===== src/mem_model_pkg.sv =====
`default_nettype none

package mem_model_pkg;

  localparam int data_width     = 64;
  localparam int ram_items      = 2 ** 28;             // 2 GiB of bytes in 8-byte words
  localparam int index_width    = $clog2(ram_items);
  localparam int addr_width     = index_width + 3;     // byte address
  localparam int cache_lines    = 16;
  localparam int line_sel_width = $clog2(cache_lines);

  // galois taps for x^64 + x^63 + x^61 + x^60 + 1
  localparam logic [data_width-1:0] lfsr_taps = 64'hd800_0000_0000_0000;
  localparam logic [data_width-1:0] fill_seed = 64'h9e37_79b9_7f4a_7c15;

  typedef enum logic [1:0] {
    size_byte  = 2'd0,
    size_half  = 2'd1,
    size_word  = 2'd2,
    size_dword = 2'd3
  } access_size_t;

  // request as seen at the top
  typedef struct packed {
    logic                  write;
    logic [addr_width-1:0] addr;
    access_size_t          size;
    logic                  sign_ext;
    logic [data_width-1:0] wdata;
  } mem_req_t;

  // one word-wide access after alignment
  typedef struct packed {
    logic [index_width-1:0] index;
    logic [data_width-1:0]  mask;   // one bit per data bit, set per byte
    logic [data_width-1:0]  data;   // already in its byte lanes
  } word_access_t;

  typedef struct packed {
    logic [2:0]   offset;
    access_size_t size;
    logic         sign_ext;
  } load_tag_t;

endpackage

`default_nettype wire


===== src/lfsr_fill_source.sv =====
`timescale 1ns/10ps
`default_nettype none

module lfsr_fill_source (
  input  wire                                  glb_clk,
  input  wire                                  reset,
  output logic [mem_model_pkg::data_width-1:0] fill_value
);
  import mem_model_pkg::*;

  logic [data_width-1:0] next_value;
  logic [data_width-1:0] feedback;

  // shift right, fold the taps back in when a one falls out
  assign feedback   = fill_value[0] ? lfsr_taps : '0;
  assign next_value = (fill_value >> 1) ^ feedback;

  // free running, one step per clock
  always_ff @(posedge glb_clk) begin
    if (reset) begin
      fill_value <= fill_seed;
    end else begin
      fill_value <= next_value;
    end
  end

endmodule

`default_nettype wire


===== src/load_data_extract.sv =====
`timescale 1ns/10ps
`default_nettype none

module load_data_extract (
  input  wire                                  glb_clk,
  input  wire                                  reset,
  input  wire                                  r_enable,
  input  wire mem_model_pkg::load_tag_t        access_tag,
  input  wire [mem_model_pkg::data_width-1:0]  r_data,
  output logic                                 rsp_valid,
  output logic [mem_model_pkg::data_width-1:0] rsp_data
);
  import mem_model_pkg::*;

  load_tag_t             tag_q;       // load in flight
  logic [data_width-1:0] lane_data;
  logic                  sign;

  always_ff @(posedge glb_clk) begin
    if (reset) begin
      rsp_valid <= 1'b0;
    end else begin
      rsp_valid <= r_enable;
    end
  end

  always_ff @(posedge glb_clk) begin
    if (r_enable) begin
      tag_q <= access_tag;
    end
  end

  // addressed byte down to lane 0
  assign lane_data = r_data >> {tag_q.offset, 3'b000};
  assign sign      = tag_q.sign_ext;

  always_comb begin
    unique case (tag_q.size)
      size_byte:  rsp_data = {{56{sign & lane_data[7]}}, lane_data[7:0]};
      size_half:  rsp_data = {{48{sign & lane_data[15]}}, lane_data[15:0]};
      size_word:  rsp_data = {{32{sign & lane_data[31]}}, lane_data[31:0]};
      size_dword: rsp_data = lane_data;   // offset is zero here
    endcase
  end

endmodule

`default_nettype wire


===== src/lsu_request_align.sv =====
`timescale 1ns/10ps
`default_nettype none

module lsu_request_align (
  input  wire mem_model_pkg::mem_req_t    req,
  output mem_model_pkg::word_access_t     access
);
  import mem_model_pkg::*;

  logic [2:0]            offset;
  logic [7:0]            size_lanes;   // lanes before the offset shift
  logic [7:0]            byte_lanes;
  logic [data_width-1:0] size_data;
  logic [5:0]            bit_shift;

  assign offset    = req.addr[2:0];
  assign bit_shift = {offset, 3'b000};

  // keep only the bytes the size covers
  always_comb begin
    unique case (req.size)
      size_byte: begin
        size_lanes = 8'h01;
        size_data  = {56'b0, req.wdata[7:0]};
      end
      size_half: begin
        size_lanes = 8'h03;
        size_data  = {48'b0, req.wdata[15:0]};
      end
      size_word: begin
        size_lanes = 8'h0f;
        size_data  = {32'b0, req.wdata[31:0]};
      end
      size_dword: begin
        size_lanes = 8'hff;
        size_data  = req.wdata;
      end
    endcase
  end

  // natural alignment assumed, so nothing spills past lane 7
  assign byte_lanes = size_lanes << offset;

  always_comb begin
    access.index = req.addr[addr_width-1:3];
    access.data  = size_data << bit_shift;
    for (int b = 0; b < 8; b++) begin
      access.mask[b*8 +: 8] = {8{byte_lanes[b]}};   // widen lane bit to byte
    end
  end

endmodule

`default_nettype wire


===== src/mem_model_top.sv =====
`timescale 1ns/10ps
`default_nettype none

module mem_model_top (
  input  wire                                 glb_clk,
  input  wire                                 reset,
  input  wire                                 req_valid,
  input  wire mem_model_pkg::mem_req_t        req,
  output wire                                 rsp_valid,
  output wire [mem_model_pkg::data_width-1:0] rsp_data
);
  import mem_model_pkg::*;

  word_access_t          access;
  load_tag_t             load_tag;
  logic                  r_enable;
  logic                  w_enable;
  logic [data_width-1:0] fill_value;
  logic [data_width-1:0] r_data;

  // plain strobe, no handshake
  assign r_enable = req_valid && !req.write;
  assign w_enable = req_valid && req.write;

  assign load_tag = '{offset: req.addr[2:0], size: req.size, sign_ext: req.sign_ext};

  lsu_request_align u_align (
    .req    (req),
    .access (access)
  );

  lfsr_fill_source u_fill (
    .glb_clk    (glb_clk),
    .reset      (reset),
    .fill_value (fill_value)
  );

  mem_rw_helper u_store (
    .glb_clk    (glb_clk),
    .reset      (reset),
    .r_enable   (r_enable),
    .w_enable   (w_enable),
    .access     (access),
    .fill_value (fill_value),
    .r_data     (r_data)
  );

  load_data_extract u_extract (
    .glb_clk    (glb_clk),
    .reset      (reset),
    .r_enable   (r_enable),
    .access_tag (load_tag),
    .r_data     (r_data),
    .rsp_valid  (rsp_valid),
    .rsp_data   (rsp_data)
  );

endmodule

`default_nettype wire


===== src/mem_rw_helper.sv =====
`timescale 1ns/10ps
`default_nettype none

module mem_rw_helper (
  input  wire                                  glb_clk,
  input  wire                                  reset,
  input  wire                                  r_enable,
  input  wire                                  w_enable,
  input  wire mem_model_pkg::word_access_t     access,
  input  wire [mem_model_pkg::data_width-1:0]  fill_value,
  output logic [mem_model_pkg::data_width-1:0] r_data
);
  import mem_model_pkg::*;

  logic [cache_lines-1:0]    line_valid;
  logic [index_width-1:0]    line_tag  [cache_lines];
  logic [data_width-1:0]     line_data [cache_lines];
  logic [line_sel_width-1:0] fill_ptr;        // next line to replace on a miss

  logic [cache_lines-1:0]    line_hit;
  logic                      hit;
  logic [line_sel_width-1:0] hit_line;
  logic [data_width-1:0]     hit_word;
  logic [data_width-1:0]     merge_base;
  logic [data_width-1:0]     merged_word;
  logic [line_sel_width-1:0] target_line;

  // all tags compared at once
  always_comb begin
    for (int i = 0; i < cache_lines; i++) begin
      line_hit[i] = line_valid[i] && (line_tag[i] == access.index);
    end
  end

  assign hit = |line_hit;

  // lowest matching line wins
  always_comb begin
    hit_line = '0;
    for (int i = cache_lines - 1; i >= 0; i--) begin
      if (line_hit[i]) begin
        hit_line = line_sel_width'(i);
      end
    end
  end

  assign hit_word    = line_data[hit_line];
  assign merge_base  = hit ? hit_word : fill_value;   // unwritten bytes are arbitrary
  assign merged_word = (access.data & access.mask) | (merge_base & ~access.mask);
  assign target_line = hit ? hit_line : fill_ptr;

  // line contents and read port
  always_ff @(posedge glb_clk) begin
    if (r_enable) begin
      r_data <= hit ? hit_word : fill_value;
      if (!hit) begin
        line_tag[fill_ptr]  <= access.index;
        line_data[fill_ptr] <= fill_value;   // remember what was returned
      end
    end
    // a write in the same cycle overrides the read fill
    if (w_enable) begin
      line_tag[target_line]  <= access.index;
      line_data[target_line] <= merged_word;
    end
  end

  // valid bits and replacement pointer
  always_ff @(posedge glb_clk) begin
    if (reset) begin
      line_valid <= '0;
      fill_ptr   <= '0;
    end else if (r_enable || w_enable) begin
      if (!hit) begin
        line_valid[fill_ptr] <= 1'b1;
      end
      fill_ptr <= fill_ptr + 1'b1;   // moves on hits too, wraps at 16
    end
  end

endmodule

`default_nettype wire


===== config.mk =====
export PLATFORM = sky130hd
export DESIGN_NAME = mem_model_top
export DESIGN_NICKNAME = d
export VERILOG_FILES = /design/src/mem_model_pkg.sv /design/src/lfsr_fill_source.sv /design/src/load_data_extract.sv /design/src/lsu_request_align.sv /design/src/mem_model_top.sv /design/src/mem_rw_helper.sv
export SDC_FILE = /design/constraint.sdc
export NUM_CORES = 2
export LEC_CHECK = 0
export BUFFER_PORTS_ARGS = -buffer_cell sky130_fd_sc_hd__buf_2
export CORE_ASPECT_RATIO = 0.75
export CORE_MARGIN = 10
export CORE_UTILIZATION = 30
export DETAILED_ROUTE_END_ITERATION = 6
export PLACE_DENSITY = 0.46
export SYNTH_ARGS = -nofsm -noshare
export SYNTH_HDL_FRONTEND = slang
export SYNTH_SLANG_ARGS = --single-unit

===== constraint.sdc =====
create_clock -name glb_clk -period 6.8 [get_ports glb_clk]
set_input_delay 0 -clock glb_clk [delete_from_list [all_inputs] [get_ports glb_clk]]
set_output_delay 0 -clock glb_clk [all_outputs]
set_load 0.01 [all_outputs]

Yosys cells after proc, flatten, opt, wreduce, memory -nomap -nowiden
Memories as Yosys holds them, arrays and structs flattened.
Index checks and enable logic that the tools add are counted.
{"block": "classes", "n_bitwise": 10, "n_shift": 3, "eq_ne": 22, "order_cmp": 2, "addsub": 1, "reduce_logical": 27, "muxes": 35}
{"operator": "64-bit case mux with 4 select lines", "count": 2}
{"operator": "28-bit equality test", "count": 16}
{"operator": "64-bit two-way mux", "count": 3}
{"operator": "64-bit AND", "count": 2}
{"operator": "4-bit two-way mux", "count": 19}
{"operator": "64-bit inverter", "count": 1}
{"operator": "64-bit OR", "count": 1}
{"operator": "64-bit OR reduction", "count": 1}
{"operator": "64-bit by 6-bit << shifter with 64-bit output", "count": 1}
{"operator": "64-bit by 6-bit right shift with 64-bit output", "count": 1}
{"operator": "63-bit by 64-bit bitwise XOR with 64-bit output", "count": 1}
{"operator": "8-bit case mux with 4 select lines", "count": 1}
{"operator": "28-bit two-way mux", "count": 1}
{"operator": "28-bit OR reduction", "count": 1}
{"operator": "1-bit logical AND", "count": 19}
{"operator": "16-bit OR", "count": 1}
{"operator": "16-bit OR reduction", "count": 1}
{"operator": "2-bit equality test (second input constant)", "count": 4}
{"operator": "1-bit two-way mux", "count": 8}
{"operator": "8-bit by 3-bit << shifter with 8-bit output", "count": 1}
{"operator": "4-bit by 5-bit less-than comparator with 1-bit output (second input constant)", "count": 1}
{"operator": "4-bit by 1-bit adder with 4-bit output (second input constant)", "count": 1}
{"operator": "1-bit demux with 4-bit select", "count": 1}
{"operator": "2-bit by 1-bit equality test with 1-bit output (second input constant)", "count": 2}
{"operator": "other kinds (7)", "count": 10}
{"block": "totals", "ramBits": 1472, "memories": 2, "register_bits": 155, "in_bits": 102}
{"name": "u_store.line_data", "words": 16, "width": 64, "read_ports": 1, "rd_clocked_by_memory_dff": 0, "wr": 1, "line": "mem_rw_helper.sv:17", "rtl": "logic [data_width-1:0] line_data [cache_lines];"}
{"name": "u_store.line_tag", "words": 16, "width": 28, "read_ports": 16, "rd_clocked_by_memory_dff": 0, "wr": 1, "line": "mem_rw_helper.sv:16", "rtl": "logic [index_width-1:0] line_tag [cache_lines];"}

Longest topological paths before layout
An unclocked memory read counts as a cell.
{"block": "logic_depth", "depth_word": 24, "mapped_depth": 19, "ltp_nobuf": 12}

Hierarchy
Synthesis repeated with hierarchy kept, for this count alone.
{"block": "unflattened", "hier_cells": 7874, "hier_area_um2": 86077.6}
{"module": "mem_rw_helper", "instances": 1, "area_each_um2": 78650.4, "seq_area_each_um2": 46524.6, "cells_each": 7009}
{"module": "lsu_request_align", "instances": 1, "area_each_um2": 2642.5, "seq_area_each_um2": 0.0, "cells_each": 387}
{"module": "load_data_extract", "instances": 1, "area_each_um2": 2538.7, "seq_area_each_um2": 200.2, "cells_each": 277}
{"module": "lfsr_fill_source", "instances": 1, "area_each_um2": 2229.6, "seq_area_each_um2": 1281.2, "cells_each": 199}
{"module": "mem_model_top", "instances": 1, "area_each_um2": 16.3, "seq_area_each_um2": 0.0, "cells_each": 2}

Worst setup path before layout
Ideal clock, no wire load.
{"block": "synth_path", "kind": "reg2reg", "startpoint": "mem u_store.line_tag[9][11] (netlist name)", "endpoint": "mem u_store.line_data[1][0] (enable)", "setup_slack_ps": -591, "t_required_ps": 6256, "t_arrival_ps": 6847, "synth_period_minus_slack_ps": 7391, "path_stages_with_launch": 15, "path_cell_list": "edfxtp_1 -> xor2_1 -> nor4_1 -> nand3_1 -> or3_1 -> a211oi_1 -> a311oi_1 -> or2_2 -> buf_2 -> buf_4 -> buf_2 -> clkbuf_1 -> nor4_1 -> nor2_1 -> nor2_1"}
{"item": "start: declaration", "line": "mem_rw_helper.sv:16"}
{"item": "end: declaration", "line": "mem_rw_helper.sv:17"}

==> flow_metrics.tcl <==
set metrics [dict create \
    cts_resized 0 \
    core_region_area_um2 233000 \
    synth_edf_count 1542 \
    p_per_area_nw_per_um2 272 \
    worstHoldPathType "in2reg" \
    cts_buffer_depth 4 \
    post-route-period-util_pct 83.1 \
    viasPerCell 5.27 \
    grt_pass1_vias 43100 \
    yosysMostFrequentCell "edfxtp_1" \
    drc 0 \
    rsz0062_at_grt "false" \
    antenna_found_initial 16 \
    synthArstFlopShare_pct 0 \
    cts_max_level 4 \
    syn-num-nets 4953 \
    start_kind "flip-flop" \
    cts_hold_buf 45 \
    netlist_area_um2 70500 \
    vias 44700 \
    fin_tns_setup_ns 0 \
    start_util_pct 30.3 \
    fin_worst_skew_ns 0.0826 \
    gp_congestion 0.862 \
    drt-initial-drc-count 4937 \
    finalCriticalPeriod_ns 5.65 \
    clock_latency_ns 0.87 \
    drt_first_pass_iters 6 \
    fin_area_um2 82800 \
    cts_buffers 183 \
    syn_inst 4847 \
    maxCapViolCount 0 \
    worstRegToRegCells 13 \
    slew_headroom_pct 20.8 \
    status "complete, no violations" \
    critPathKind "reg2reg" \
    postCtsSetupBuffers 0 \
    r2r_slack_ns 1.15 \
    yosysWarnings 0 \
    hold_depth 2 \
    worst-path-max-fanout 32 \
    rr_endpoint "u_store.line_data[11][50]$_DFFE_PP_" \
    ir_worst_vdd_mv 0.210 \
    hold_ws_ns 0.0928 \
    power_mw 22.5 \
    fmax_mhz 177 \
    cts.sinks 1627 \
    drt_wl_total_um 247000 \
    finalHoldViolCount 0 \
    yosys.area.top_type "edfxtp_1" \
    p_leak_nw 27.5 \
    grt_first_pass_wirelength_um 343000 \
    cts.clk_slew.worst_paths_ns 0.06 \
    routedWlPerCell_um 29.1 \
    rows 153 \
    tritoncts "yes" \
    r2r_start "u_store.line_tag[13][0]$_DFFE_PP_" \
    die_x_um 580 \
    die_area_um2 255000 \
    cp.arrival_ns 6.14 \
    synthTopCellsByCount "1542 x edfxtp_1, 438 x mux2i_1, 332 x nand2_1" \
    synth_top_area_share_pct 65.7 \
    hp-start "req[85]" \
    grt_max_degree 69 \
    report.final.slew_viol_count 0 \
    dpl-instance-area_um2 76600 \
    ys_seq_elements 1627 \
    end_kind "flip-flop" \
    overflow 0 \
    hold_end "u_store.line_tag[15][15]$_DFFE_PP_" \
    tightest_slew_ns 1.19 \
    dp_hpwl_um 159000 \
    numPortBuffers 166 \
    synth-main-ff-cell "edfxtp_1" \
    setup_viol 0 \
    area_growth_pct 17.5 \
    synth_cell_type_count 81 \
    critPathRequiredTime_ns 7.29 \
    layout-drive-gt1-share_pct 17.1 \
    io_pins 167 \
    yosysSeqAreaShare_pct 68.1 \
    synthTopCellsByArea "edfxtp_1 66%, mux2i_1 6.2%, xnor2_1 3.7%, dfxtp_1 2.4%, xor2_1 1.9%" \
    final_nets 5340 \
    grtUsageTotal_pct 18.5 \
    clockRootBuffer "clkbuf_16" \
    syn_avg_cell_area_um2 14.5 \
    post-route-util_pct 35.6 \
    die_height_um 440 \
    drtAntennaViolNets 0 \
]
[flip-flops by register name (all words and copies together), names as in the netlist]
signal and count:
u_store.line_data 1024, u_store.line_tag 448, u_fill.fill_value 64, u_store.r_data 64
u_store.line_valid 16, u_extract.tag_q 5, u_store.fill_ptr 4, u_extract.rsp_valid 1
u_extract.sign 1
[layout make-up]
class / count / area [µm²]
well taps: 3100 / 3880
inverters: 46 / 173
repair buffers: 474 / 3860
clock buffers: 254 / 5040
diodes: 7 / 17.5
clock inverters: 71 / 706
multi-input cells: 2902 / 21100
flip-flops and latches: 1627 / 48000
fillers: 22500 / 150000
[per-layer routing]
layer / share of wire (%) / vias to the layer above / GRT usage [%]
met5: 0.0053 / - / 0
met4: 2.4 / 2 / 4.61
met3: 6.9 / 325 / 2.91
met2: 42 / 1675 / 27.0
met1: 49 / 23300 / 28.4
li1: - / 19400 / -
[metrics by stage]
step / std cells / setup slack (ns)
floorplan: 4847 / -0.591
global placement: 8104 / 0.706
detailed placement: 8104 / 0.929
CTS: 8474 / 1.13
global route: 8476 / 0.866
finish: 8481 / 1.15
[critical path: stages (launching register included)]
cell,delay (ns)
edfxtp_1,0.38
xnor2_1,0.32
nand4_1,0.14
nor4_1,0.34
nand4_1,0.35
a2111oi_1,1.05
o41ai_1,0.37
nand2_4,0.38
buf_4,0.51
nand2_1,0.11
nand3_1,0.09
o21ai_0,0.10
o221a_2,0.31
o211ai_1,0.84
[where the power goes]
part / switching (mW) / internal [mW]
clock: 4.07 / 5.62
combinational: 1.03 / 0.488
sequential: 0.0922 / 11.2
[layout by cell type (no fill, tap or decap), types with 25 or more instances in the layout]
master         count
edfxtp_1        1542
buf_2            165
nor2_1           231
mux2i_1          438
dfxtp_1           85
buf_4            216
nor4_1            74
mux2_2            82
a22o_1            33
clkbuf_1          53
nand3_1           40
mux4_2            38
dlygate4sd3_1     45
o21ai_0           95
a221oi_1          42
nand4_1          143
inv_1             44
or2_2             55
a211oi_1          49
nor3_1            38
clkbuf_16        184
a21oi_1          220
a22oi_1           30
nand2b_1          25
clkinv_1          30
xor2_1           150
nor2b_1           43
o22ai_1           91
xnor2_1          301
a211o_1           26
nand2_1          328
nor3b_1           27
buf_12            48
[kinds of logic (layout without fill, tap and decap cells)]
group           count (synthesis)  after routing  synth area share (%)
compound gates                746            746                  7.12
xor+xnor                      451            451                  5.61
fa+ha+maj                       4              4                0.0710
buf+inv                       318            845                  2.16
flops                        1627           1627                  68.1
mux                           558            558                  8.75
other cells                     0              7                     0
simple gates                 1143           1143                  8.17
[how the worst max path moves through the flow]
stage	start	to	slack, ns
after floorplan	u_store.line_tag[9][11]$_DFFE_PP_	u_store.line_data[1][0]$_DFFE_PP_	-0.59
after detailed placement	req[89]	u_store.line_data[7][31]$_DFFE_PP_	0.93
after CTS	u_store.line_tag[15][13]$_DFFE_PP_	u_store.line_data[11][50]$_DFFE_PP_	1.13
after global placement	req[88]	u_store.line_data[5][50]$_DFFE_PP_	0.71
after global routing	u_store.line_tag[15][23]$_DFFE_PP_	u_store.line_data[10][53]$_DFFE_PP_	0.87
final	u_store.line_tag[13][0]$_DFFE_PP_	u_store.line_data[11][50]$_DFFE_PP_	1.15
(Power assumes the default switching activity.)
